### src/seq_pkg.sv
/*
 * Shared types and constants for the multi-cycle scalar core.
 * All instructions are one 32-bit word in one of three views.
 * Opcode, function and condition codes outside the listed values
 * decode as a no-op.
 */
`default_nettype none

package seq_pkg;

	// ====================
	// Widths and constants
	// ====================
	localparam int XLEN = 32;
	localparam int NREGS = 32;
	localparam int REGW = $clog2(NREGS);
	localparam int SHAMT_W = $clog2(XLEN);
	localparam int IMM_W = 14;
	localparam int DISP_W = 13;

	typedef logic [XLEN-1:0] word_t;

	localparam word_t RESET_PC = '0;

	// Bit positions in a CMP result, all other bits are zero
	localparam int CMP_EQ_BIT = 0;
	localparam int CMP_LT_BIT = 1;
	localparam int CMP_LTU_BIT = 2;

	// ====================
	// Instruction fields
	// ====================
	typedef struct packed {
		logic sign;
		logic [REGW-1:0] num;
	} regspec_t;

	typedef enum logic [5:0] {
		OP_R2 = 6'd0,
		OP_ADDI = 6'd1,
		OP_ANDI = 6'd2,
		OP_ORI = 6'd3,
		OP_EORI = 6'd4,
		OP_BCC = 6'd5,
		OP_LDW = 6'd6,
		OP_STW = 6'd7
	} opcode_t;

	typedef enum logic [4:0] {
		F_ADD = 5'd0,
		F_AND = 5'd1,
		F_OR = 5'd2,
		F_EOR = 5'd3,
		F_SHL = 5'd4,
		F_SHR = 5'd5,
		F_ASR = 5'd6,
		F_CMP = 5'd7
	} func_t;

	// C_RA is branch always
	typedef enum logic [2:0] {
		C_EQ = 3'd0,
		C_NE = 3'd1,
		C_LT = 3'd2,
		C_GE = 3'd3,
		C_LTU = 3'd4,
		C_GEU = 3'd5,
		C_RA = 3'd6
	} cond_t;

	// Register form: spare bits are ignored
	typedef struct packed {
		opcode_t opcode;
		func_t func;
		regspec_t rt;
		regspec_t ra;
		regspec_t rb;
		logic [2:0] spare;
	} insn_r2_t;

	// Immediate form, also loads and stores with a byte offset
	typedef struct packed {
		opcode_t opcode;
		regspec_t rt;
		regspec_t ra;
		logic [IMM_W-1:0] imm;
	} insn_ri_t;

	// Branch form, displacement counts words
	typedef struct packed {
		opcode_t opcode;
		cond_t cnd;
		logic [REGW-1:0] ra;
		logic [REGW-1:0] rb;
		logic [DISP_W-1:0] disp;
	} insn_br_t;

	typedef union packed {
		insn_r2_t r2;
		insn_ri_t ri;
		insn_br_t br;
	} insn_u;

	typedef enum logic [3:0] {
		ALU_ADD,
		ALU_AND,
		ALU_OR,
		ALU_EOR,
		ALU_SHL,
		ALU_SHR,
		ALU_ASR,
		ALU_CMP
	} alu_op_t;

	typedef enum logic [2:0] {
		IFETCH,
		DECODE,
		OFETCH,
		EXECUTE,
		MEMORY,
		MEMWAIT
	} state_t;

endpackage

`default_nettype wire
### src/seq_core.sv
/*
 * Multi-cycle scalar core, one instruction in flight at a time.
 * Both ports hold req with stable address until a one-cycle ack.
 * Word accesses only, the low address bits are not checked.
 * A load ignores the sign flag on its target register.
 */
`timescale 1ns/100ps
`default_nettype none

module seq_core import seq_pkg::*; (
	input  logic  clk_g,
	input  logic  rst_i,
	output logic  imem_req_o,
	output word_t imem_adr_o,
	input  logic  imem_ack_i,
	input  word_t imem_dat_i,
	output logic  dmem_req_o,
	output logic  dmem_we_o,
	output word_t dmem_adr_o,
	output word_t dmem_dat_o,
	input  logic  dmem_ack_i,
	input  word_t dmem_dat_i
);

	state_t state;
	word_t pc;
	word_t opc;
	insn_u ir;
	word_t a;
	word_t b;
	word_t c;
	word_t ea;

	regspec_t ra;
	regspec_t rb;
	regspec_t rt;
	word_t imm;
	alu_op_t alu_op;
	logic use_imm;
	logic is_branch;
	logic is_load;
	logic is_store;
	logic wr_en;
	logic is_logic;

	word_t rd0;
	word_t rd1;
	word_t alu_res;
	word_t rf_wd;
	logic rf_we;
	logic take;

	// Source modifier: complement for logic ops, negate otherwise
	function automatic word_t apply_sign(input word_t v, input logic sgn, input logic cpl);
		if (!sgn)
			return v;
		return cpl ? ~v : -v;
	endfunction

	seq_decode u_decode (
		.insn_i      (ir),
		.ra_o        (ra),
		.rb_o        (rb),
		.rt_o        (rt),
		.imm_o       (imm),
		.alu_op_o    (alu_op),
		.use_imm_o   (use_imm),
		.is_branch_o (is_branch),
		.is_load_o   (is_load),
		.is_store_o  (is_store),
		.wr_en_o     (wr_en)
	);

	seq_regfile u_regfile (
		.clk_g (clk_g),
		.ra0_i (ra.num),
		.ra1_i (rb.num),
		.wa_i  (rt.num),
		.we_i  (rf_we),
		.wd_i  (rf_wd),
		.rd0_o (rd0),
		.rd1_o (rd1)
	);

	seq_alu u_alu (
		.a_i       (a),
		.b_i       (b),
		.op_i      (alu_op),
		.rt_sign_i (rt.sign),
		.res_o     (alu_res)
	);

	seq_branch_eval u_branch (
		.a_i    (a),
		.b_i    (b),
		.cond_i (ir.br.cnd),
		.take_o (take)
	);

	assign is_logic = (alu_op == ALU_AND) || (alu_op == ALU_OR) || (alu_op == ALU_EOR);

	// ALU results land at the end of EXECUTE, load data one cycle after ack
	assign rf_we = wr_en && (is_load ? (state == MEMWAIT) : (state == EXECUTE));
	assign rf_wd = is_load ? c : alu_res;

	// ====================
	// Sequencer
	// ====================
	always_ff @(posedge clk_g or posedge rst_i) begin
		if (rst_i) begin
			state <= IFETCH;
			pc <= RESET_PC;
		end else begin
			case (state)
				IFETCH: begin
					if (imem_ack_i) begin
						pc <= pc + word_t'(4);
						state <= DECODE;
					end
				end
				DECODE: state <= OFETCH;
				OFETCH: state <= EXECUTE;
				EXECUTE: begin
					if (is_branch && take)
						pc <= opc + imm;
					if (is_load || is_store)
						state <= MEMORY;
					else
						state <= IFETCH;
				end
				MEMORY: begin
					if (dmem_ack_i)
						state <= is_load ? MEMWAIT : IFETCH;
				end
				MEMWAIT: state <= IFETCH;
				default: state <= IFETCH;
			endcase
		end
	end

	// ====================
	// Datapath registers
	// ====================
	always_ff @(posedge clk_g) begin
		case (state)
			IFETCH: begin
				if (imem_ack_i) begin
					ir <= imem_dat_i;
					opc <= pc;
				end
			end
			OFETCH: begin
				a <= apply_sign(rd0, ra.sign, is_logic);
				if (use_imm)
					b <= imm;
				else
					b <= apply_sign(rd1, rb.sign, is_logic);
				// Store data comes through the rb port
				if (is_store)
					c <= apply_sign(rd1, rb.sign, 1'b0);
			end
			EXECUTE: ea <= a + b;
			MEMORY: begin
				if (dmem_ack_i && is_load)
					c <= dmem_dat_i;
			end
			default: ;
		endcase
	end

	assign imem_req_o = (state == IFETCH);
	assign imem_adr_o = pc;
	assign dmem_req_o = (state == MEMORY);
	assign dmem_we_o = (state == MEMORY) && is_store;
	assign dmem_adr_o = ea;
	assign dmem_dat_o = c;

endmodule

`default_nettype wire

### src/seq_branch_eval.sv
/*
 * Branch condition check on the two raw register operands.
 * Condition code 7 is unassigned and never takes.
 */
`timescale 1ns/100ps
`default_nettype none

module seq_branch_eval import seq_pkg::*; (
	input  word_t a_i,
	input  word_t b_i,
	input  cond_t cond_i,
	output logic  take_o
);

	always_comb begin
		case (cond_i)
			C_EQ: take_o = (a_i == b_i);
			C_NE: take_o = (a_i != b_i);
			C_LT: take_o = ($signed(a_i) < $signed(b_i));
			C_GE: take_o = ($signed(a_i) >= $signed(b_i));
			C_LTU: take_o = (a_i < b_i);
			C_GEU: take_o = (a_i >= b_i);
			C_RA: take_o = 1'b1;
			default: take_o = 1'b0;
		endcase
	end

endmodule

`default_nettype wire

### src/seq_alu.sv
/*
 * Integer ALU, purely combinational.
 * Shift counts use the low 5 bits of b only.
 * rt_sign_i negates an add, complements logic and shift results
 * and inverts the three compare flags.
 */
`timescale 1ns/100ps
`default_nettype none

module seq_alu import seq_pkg::*; (
	input  word_t   a_i,
	input  word_t   b_i,
	input  alu_op_t op_i,
	input  logic    rt_sign_i,
	output word_t   res_o
);

	word_t sum;
	word_t bits;
	logic [SHAMT_W-1:0] shamt;
	logic eq;
	logic lt;
	logic ltu;

	assign shamt = b_i[SHAMT_W-1:0];
	assign sum = a_i + b_i;
	assign eq = (a_i == b_i);
	assign lt = ($signed(a_i) < $signed(b_i));
	assign ltu = (a_i < b_i);

	// Logic and shift results before the target modifier
	always_comb begin
		case (op_i)
			ALU_AND: bits = a_i & b_i;
			ALU_OR: bits = a_i | b_i;
			ALU_EOR: bits = a_i ^ b_i;
			ALU_SHL: bits = a_i << shamt;
			ALU_SHR: bits = a_i >> shamt;
			ALU_ASR: bits = word_t'($signed(a_i) >>> shamt);
			default: bits = sum;
		endcase
	end

	always_comb begin
		res_o = '0;
		case (op_i)
			ALU_ADD: res_o = rt_sign_i ? -sum : sum;
			ALU_CMP: begin
				res_o[CMP_EQ_BIT] = eq ^ rt_sign_i;
				res_o[CMP_LT_BIT] = lt ^ rt_sign_i;
				res_o[CMP_LTU_BIT] = ltu ^ rt_sign_i;
			end
			default: res_o = rt_sign_i ? ~bits : bits;
		endcase
	end

endmodule

`default_nettype wire

### src/seq_decode.sv
/*
 * Combinational instruction decode.
 * Stores route the data register (ri.rt) onto the rb read port.
 * Branch register fields carry no sign flag.
 */
`timescale 1ns/100ps
`default_nettype none

module seq_decode import seq_pkg::*; (
	input  insn_u    insn_i,
	output regspec_t ra_o,
	output regspec_t rb_o,
	output regspec_t rt_o,
	output word_t    imm_o,
	output alu_op_t  alu_op_o,
	output logic     use_imm_o,
	output logic     is_branch_o,
	output logic     is_load_o,
	output logic     is_store_o,
	output logic     wr_en_o
);

	always_comb begin
		ra_o = '0;
		rb_o = '0;
		rt_o = '0;
		imm_o = {{(XLEN-IMM_W){insn_i.ri.imm[IMM_W-1]}}, insn_i.ri.imm};
		alu_op_o = ALU_ADD;
		use_imm_o = 1'b0;
		is_branch_o = 1'b0;
		is_load_o = 1'b0;
		is_store_o = 1'b0;
		wr_en_o = 1'b0;
		case (insn_i.ri.opcode)
			OP_R2: begin
				ra_o = insn_i.r2.ra;
				rb_o = insn_i.r2.rb;
				rt_o = insn_i.r2.rt;
				wr_en_o = 1'b1;
				case (insn_i.r2.func)
					F_ADD: alu_op_o = ALU_ADD;
					F_AND: alu_op_o = ALU_AND;
					F_OR: alu_op_o = ALU_OR;
					F_EOR: alu_op_o = ALU_EOR;
					F_SHL: alu_op_o = ALU_SHL;
					F_SHR: alu_op_o = ALU_SHR;
					F_ASR: alu_op_o = ALU_ASR;
					F_CMP: alu_op_o = ALU_CMP;
					default: wr_en_o = 1'b0;
				endcase
			end
			OP_ADDI, OP_ANDI, OP_ORI, OP_EORI: begin
				ra_o = insn_i.ri.ra;
				rt_o = insn_i.ri.rt;
				use_imm_o = 1'b1;
				wr_en_o = 1'b1;
				if (insn_i.ri.opcode == OP_ANDI)
					alu_op_o = ALU_AND;
				else if (insn_i.ri.opcode == OP_ORI)
					alu_op_o = ALU_OR;
				else if (insn_i.ri.opcode == OP_EORI)
					alu_op_o = ALU_EOR;
			end
			OP_BCC: begin
				ra_o = '{sign: 1'b0, num: insn_i.br.ra};
				rb_o = '{sign: 1'b0, num: insn_i.br.rb};
				// Word displacement to byte offset
				imm_o = {{(XLEN-DISP_W-2){insn_i.br.disp[DISP_W-1]}}, insn_i.br.disp, 2'b00};
				is_branch_o = 1'b1;
			end
			OP_LDW: begin
				ra_o = insn_i.ri.ra;
				rt_o = insn_i.ri.rt;
				use_imm_o = 1'b1;
				is_load_o = 1'b1;
				wr_en_o = 1'b1;
			end
			OP_STW: begin
				ra_o = insn_i.ri.ra;
				rb_o = insn_i.ri.rt;
				rt_o = insn_i.ri.rt;
				use_imm_o = 1'b1;
				is_store_o = 1'b1;
			end
			default: ;
		endcase
	end

endmodule

`default_nettype wire

### src/seq_regfile.sv
/*
 * 32 x 32-bit register file, two combinational reads, one write.
 * Register 0 reads as zero and ignores writes.
 * Contents are undefined after power-up.
 */
`timescale 1ns/100ps
`default_nettype none

module seq_regfile import seq_pkg::*; (
	input  logic            clk_g,
	input  logic [REGW-1:0] ra0_i,
	input  logic [REGW-1:0] ra1_i,
	input  logic [REGW-1:0] wa_i,
	input  logic            we_i,
	input  word_t           wd_i,
	output word_t           rd0_o,
	output word_t           rd1_o
);

	word_t regs [NREGS];

	always_ff @(posedge clk_g) begin
		if (we_i && wa_i != '0)
			regs[wa_i] <= wd_i;
	end

	// Write-before-read is not forwarded, the sequencer never needs it
	assign rd0_o = (ra0_i == '0) ? '0 : regs[ra0_i];
	assign rd1_o = (ra1_i == '0) ? '0 : regs[ra1_i];

endmodule

`default_nettype wire

### config.mk
export PLATFORM = sky130hd
export DESIGN_NAME = seq_core
export DESIGN_NICKNAME = d
export VERILOG_FILES = /design/src/seq_pkg.sv /design/src/seq_core.sv /design/src/seq_branch_eval.sv /design/src/seq_alu.sv /design/src/seq_decode.sv /design/src/seq_regfile.sv
export SDC_FILE = /design/constraint.sdc
export NUM_CORES = 2
export LEC_CHECK = 0
export BUFFER_PORTS_ARGS = -buffer_cell sky130_fd_sc_hd__buf_4
export CAP_MARGIN = 40
export CORE_MARGIN = 3
export CORE_UTILIZATION = 24
export DETAILED_ROUTE_END_ITERATION = 10
export PLACE_DENSITY = 0.46
export SLEW_MARGIN = 25
export SYNTH_ARGS = -nofsm -noshare
export SYNTH_HDL_FRONTEND = slang
export SYNTH_SLANG_ARGS = --single-unit
### constraint.sdc
create_clock -name clk_g -period 10.4 [get_ports clk_g]
set_input_delay 1.56 -clock clk_g [delete_from_list [all_inputs] [get_ports clk_g]]
set_output_delay 1.56 -clock clk_g [all_outputs]
set_load 0.01 [all_outputs]
# Word-level counts from Yosys, hierarchy flattened
# Memories as Yosys holds them, arrays and structs flattened.
# Index checks and enable logic that the tools add are counted.
dict set report totals {
  out_inout_bits 99
  reg_bits 227
  ramBits 1024
  elab_cells 149
  memories 1
}
# memory depth width read_ports rd_ports_with_merged_regs wr line
set mem_list {}
lappend mem_list {u_regfile.regs 32 32 2 0 1 seq_regfile.sv:20} ;# word_t regs [NREGS];
dict set report op_classes {
  n_reduce_logical 26
  muxes 53
  shifts 3
  n_bitwise 9
  magnitude_cmp 4
  add_sub_neg 6
  eq_ne 39
}
# cell count
set ops {}
lappend ops {{2-to-1 mux 32 bit} 18}
lappend ops {{case mux 32 bit (6 select lines)} 1}
lappend ops {{case mux 32 bit (2 select lines)} 2}
lappend ops {{negation 32 bit} 3}
lappend ops {{inverter 32 bit} 3}
lappend ops {{adder 32 bit} 2}
lappend ops {{>= comparator 32 bit} 2}
lappend ops {{less-than comparator 32 bit} 2}
lappend ops {{case mux 29 bit (2 select lines)} 1}
lappend ops {{case mux 6 bit (3 select lines)} 2}
lappend ops {{adder 32 x 3 -> 32 bit, second input constant} 1}
lappend ops {{bitwise AND 32 bit} 1}
lappend ops {{== test 32 bit} 1}
lappend ops {{!= test 32 bit} 1}
lappend ops {{OR 32 bit} 1}
lappend ops {{left shift 32 x 5 -> 32 bit} 1}
lappend ops {{right shift 32 x 5 -> 32 bit} 1}
lappend ops {{>>> shifter 32 x 5 -> 32 bit} 1}
lappend ops {{XOR 32 bit} 1}
lappend ops {{== test 6 x 3 -> 1 bit, second input constant} 4}
lappend ops {{case mux 3 bit (7 select lines)} 1}
lappend ops {{== test 5 x 3 -> 1 bit, second input constant} 4}
lappend ops {{== test 4 x 3 -> 1 bit, second input constant} 4}
lappend ops {{== test 3 bit, second input constant} 5}
lappend ops {{35 further kinds} 77}

# Depth between registers and ports, before layout
dict set report depth {
  ltp_word 11
  mapped_depth 24
  depth_no_buf 17
}

# Modules after synthesis
# A second synthesis with hierarchy kept.
dict set report unflattened {
  cells_unflattened 5502
  area_unflattened_um2 72873.6
}
# module area_each_um2 seq_area_each_um2 instances cells_each
set modules_own_cells {}
lappend modules_own_cells {seq_regfile 47859.7 30749.5 1 2569}
lappend modules_own_cells {seq_core 13792.0 6641.4 1 1352}
lappend modules_own_cells {seq_alu 9494.1 0.0 1 1351}
lappend modules_own_cells {seq_branch_eval 964.7 0.0 1 135}
lappend modules_own_cells {seq_decode 763.2 0.0 1 95}

# Worst setup path before layout
# No wires, ideal clock.
dict set report synth_timing {
  path_type {register to register}
  startpoint {reg b[2]}
  endpoint {mem u_regfile.regs[0][24] in the netlist's numbering (data pin)}
  arrival_time_ps 5745
  path_slack_ps 4201
  path_stages_with_launch 17
  setup_ps 454
  period_less_slack_ps 6199
  path_cell_list {edfxtp_1 > clkinv_1 > clkbuf_1 > clkbuf_1 > ha_1 > nor2b_1 > o2111ai_1 > nand3_1 > xor2_1 > or4_1 > or4_1 > nor4_1 > nand2_1 > o41ai_1 > xnor2_1 > a22oi_1 > o21ai_0}
}
dict set report synth_between {
  word_cells_on_any_way 11
  classes_between {2 x add/sub; 3 x shift; 5 x mux; 1 x bitwise}
}
# item line
set synth_lines {}
lappend synth_lines {{start: declaration} seq_core.sv:30} ;# word_t b;
lappend synth_lines {{start signal: assignment} seq_core.sv:155} ;# b <= imm;
lappend synth_lines {{start signal: assignment} seq_core.sv:157} ;# b <= apply_sign(rd1, rb.sign, is_logic);
lappend synth_lines {{adder 32 bit} seq_alu.sv:26} ;# assign sum = a_i + b_i;
lappend synth_lines {{named net u_alu.sum[6]} seq_alu.sv:18} ;# word_t sum;
lappend synth_lines {{negation 32 bit} seq_alu.sv:47} ;# ALU_ADD: res_o = rt_sign_i ? -sum : sum;
lappend synth_lines {{2-to-1 mux 32 bit} seq_alu.sv:47}
lappend synth_lines {{case mux 29 bit (2 select lines)} seq_alu.sv:46} ;# case (op_i)
lappend synth_lines {{2-to-1 mux 32 bit} seq_core.sv:104} ;# assign rf_wd = is_load ? c : alu_res;
lappend synth_lines {{named net rf_wd[24]} seq_core.sv:49} ;# word_t rf_wd;
lappend synth_lines {{end: declaration} seq_regfile.sv:20}
# The timed path passes the listed nets, and every way through them passes these cells.

# Worst setup path in the final report
dict set report layout_timing {
  startpoint {reg ir[26] in the netlist's numbering}
  endpoint {reg a[23] (data pin)}
}
dict set report layout_between {
  elab_chain_len 10
  word_cells_on_any_way 30
  classes_between {1 x add/sub; 10 x eq/ne; 11 x mux; 1 x bitwise; 6 x reduce/logical; 1 x memory}
}
# item line
set layout_rtl {}
lappend layout_rtl {{start: declaration} seq_core.sv:28} ;# insn_u ir;
lappend layout_rtl {{start signal: assignment} seq_core.sv:148} ;# ir <= imem_dat_i;
lappend layout_rtl {{branches (longest 9 deep; another with memory read (32 x 32 bit))} --}
lappend layout_rtl {{2-to-1 mux 32 bit *} seq_core.sv:57} ;# return cpl ? ~v : -v;
lappend layout_rtl {{end signal: assignment} seq_core.sv:153} ;# a <= apply_sign(rd0, ra.sign, is_logic);
lappend layout_rtl {{end: declaration} seq_core.sv:29} ;# word_t a;
# Every way passes the cells marked *. The select of a mux whose other input is x is not followed.
# A chain may end at the register's enable or synchronous reset.

==> results.md <==
- Run status: complete, no violations
- Setup_tns: 0 ps
- Ports: roughly 170
- Worst Hold Launch: imem_adr_o[22]$_DFFE_PP0P_
- DIE HEIGHT: 561 um
- Worst Path Required: 10970 ps
- Initial antenna violation count: 15
- Die ar.: 0.315 mm2
- Setup WS post-layout: around 3500 ps
- Area growth, synth to finish: 16.1%
- CP startpoint kind: flip-flop
- Worst slew pin tran: about 1200 ps
- Reg2reg path depth: 15
- Critical Path Sink Type: flip-flop
- CTS sink cnt: approximately 1300
- Fill count: 31700
- CTS Buffer Depth: 3
- EDFF count, synth: between 1000 and 1500
- Hold WC Path Type: flip-flop to flip-flop
- Final wirelength: 351 mm
- Worst Hold Depth: 0
- Worst-path clk slew: 60 ps
- Mapped Area: roughly 0.074 mm2
- Crit path largest cell delay: 850 ps
- Final Hold Viols: 0
- Count of non-filler cells in the finished layout: 11400
- Most Frequent Cell on Critical Path: buf_4
- Std cell rows: 203
- Largest family of logic cells by synthesized area: compound AO/OA/AOI/OAI gates
- CTS H-tree lvls: 4
- Setup Buffers After CTS: 0
- Slowest cell on crit path: edfxtp_1
- Remaining global-route overflow: 0
- Vias in the first global route: just over 60000
- DR iter-0 viols: roughly 9000
- Adder-cell share of the synthesized area: 0.0229
- Hold-fix buffers, CTS: 0
- Syn avg cell area: 10.3 um2
- Flops & latches, synth: 1251
- Buf+Inv Stages, Crit Path: 3
- Simple-Gate Fraction of Synth Area: 0.152
- Core ar.: between 0.3 and 0.4 mm2
- Crit path depth: 15
- Post-route ant nets: 0
- Pins Over Slew Limit: 0
- Setup WS pre-CTS: 3560 ps
- Ranking of synthesized cells by area: edfxtp_1 49%, nand2_1 5.8%, mux2i_1 2.5%, nand3_1 2.2%, a211oi_1 2.2%
- Fraction of layout cells with a size suffix above 1: 0.135
- Xor and xnor area share after synthesis: 0.0246
- Area occupied by registers: 0.0374 mm2
- Routed vias/inst: 5.80
- Synth warn: 0
- CP startpoint: ir[26]$_DFFE_PP_
- Most common cell in the synthesized netlist: edfxtp_1
- Number of endpoints failing setup at the final stage: 0
- Minimum clock period: 6880 ps
- All-Layer GR Usage: 0.213
- CP delay by family, top: compound AO/OA/AOI/OAI gates
- Highest clock rate: 145 MHz
- Final Cycle Share: 0.662
- Multi-input logic area: 0.0335 mm2
- Async SR Flop Fraction: 0.0280
- Avg WL per Cell: 30.9 um
- Starting Density: 0.241
- Seq/Total Area, Yosys: 0.506
- Gpl congestion: 0.953
- Die X: ~560 um
- Area leader, netlist: edfxtp_1
- Fin nets: 7352
- HPWL after DPL: 222 mm
- Largest net degree at the start of global routing: 126
- Clk Latency, worst-skew pair: 840 ps
- Slew HR: 0.231
- RSZ-0062 raised after global routing: no
- CTS tree: yes
- Post-synthesis mux area share: 0.0479
- Pleak: 28.7 nW
- Worst R2R Setup Slack: ~3500 ps
- CP max FO: 38
- Unique masters post-synth: 117
- DR pass1 iterations: 6
- Post-Synthesis Cells: between 7000 and 8000
- Launching point of the worst reg2reg path: ir[26]$_DFFE_PP_
- Post-synth top area share: 0.494
- Post-Place Cells: roughly 11000
- DRC viols: 0
- Area fraction in compound gates after synthesis: 0.195
- Crit-path cells: xnor2_2, a21oi_4, buf_4, a221o_4, buf_4, and3_2, buf_4, a221o_1, o22ai_1, a221oi_2, nand4_1, nor3_2, and3_1, a41oi_1, xnor2_1
- Max VDD drop: 0.238 mV
- Post-synth top cells: 1216 x edfxtp_1, 1141 x nand2_1, 343 x nor2_1, 332 x nand3_1, 322 x a21oi_1
- IO Port Bufs: ~170
- Post-cts resize count: 0
- Global-route wire length before repair: 488 mm
- CTS root buf: clkbuf_16
- Total number of vias: 66000
- Worst EP arrival: 7460 ps
- Max-Cap Viols: 0
- Layout Skew: 43.4 ps
- Setup CP Type: flip-flop to flip-flop
- Pwr/cell area: 288 mW/mm2
- Post-synth top flop: edfxtp_1
- Inserted Clock Buffers: 152
==> placed cells by master, fill, tap and decap left out, types with 45 or more instances in the layout <==
cell,instances
nor2_1,297
nand2_1,1137
a311o_1,67
a221oi_1,60
ha_1,132
mux2_2,71
xnor2_1,132
and3_1,150
buf_4,368
clkbuf_1,45
nand4_1,75
mux2i_1,186
nor3_1,93
a21oi_1,316
o211ai_1,138
o21ai_0,274
nand3_1,329
xor2_1,74
inv_1,203
edfxtp_1,1216
a31oi_1,204
o22ai_1,53
nor4_1,77
o2111ai_1,53
clkbuf_16,155
a211oi_1,221
a311oi_1,122
==> power breakdown <==
group	switching (mW)	total, mW	leakage (nW)	internal [mW]
Sequential	0.491	8.77	11.4	8.27
Clock	2.26	5.20	2.29	2.94
Combinational	7.63	10.7	15.0	3.09
==> state kept, by name, indices dropped and copies added (netlist names) <==
name	count
u_regfile.regs	1024
a	32
b	32
dmem_adr_o	32
dmem_dat_o	32
imem_adr_o	32
ir	32
opc	32
state	3
==> routing by layer <==
metal  global-route usage  routed length (um)  vias up
met5                    0                  54        -
met3               0.0438               34700      781
met2                0.322              153000     4300
met1                0.292              146000    33400
met4               0.0935               17300        8
li1                     -                   -    27500
==> cell families after synthesis <==
logic type               after synthesis
multiplexers                         296
flip-flops                          1251
buffers and inverters                845
AND/OR/NAND/NOR                     2424
other                                  1
adder cells (fa/ha/maj)              134
XOR/XNOR                             207
AO/OA/AOI/OAI                       1999
==> area by class of cell <==
cell class | count | area share
Clock inverter | 74 | 0.00772
Tap cell | 4100 | 0.0598
Timing Repair Buffer | 445 | 0.0496
Sequential cell | 1251 | 0.436
Antenna cell | 6 | 0.000175
Inverter | 208 | 0.00910
Clock buffer | 201 | 0.0475
Multi-Input combinational cell | 5092 | 0.390
==> worst register-to-register path, delay by kind of cell (launching register included) <==
family          cells  cell delay, ps
buf+inv             3            1650
compound gates      6            1830
flops               1             850
simple gates        4            1830
xor+xnor            2             500
==> worst paths after layout <==
path,endpoint
setup reg to reg,a[23]$_DFFE_PP_
hold / removal,opc[22]$_DFFE_PP_
setup / recovery,a[23]$_DFFE_PP_
min in group asynchronous,state[2]$_DFFE_PP0P_
max in group asynchronous,imem_adr_o[0]$_DFFE_PP0P_
hold reg to reg,opc[22]$_DFFE_PP_
==> stage by stage <==
stage / hold WS (ps) / instance area, um2 / total power [mW] / util
after detailed placement: 481 / 80800 / 19.2 / 0.264
after CTS: 505 / 85600 / 24.4 / 0.280
after global placement: 460 / 79700 / 18.9 / 0.261
after global routing: 521 / 85800 / 25.6 / 0.280
final: 512 / 85800 / 24.7 / 0.280
after floorplan: 483 / 74000 / 14.5 / -
No activity file was read; power rests on OpenSTA's default activity.
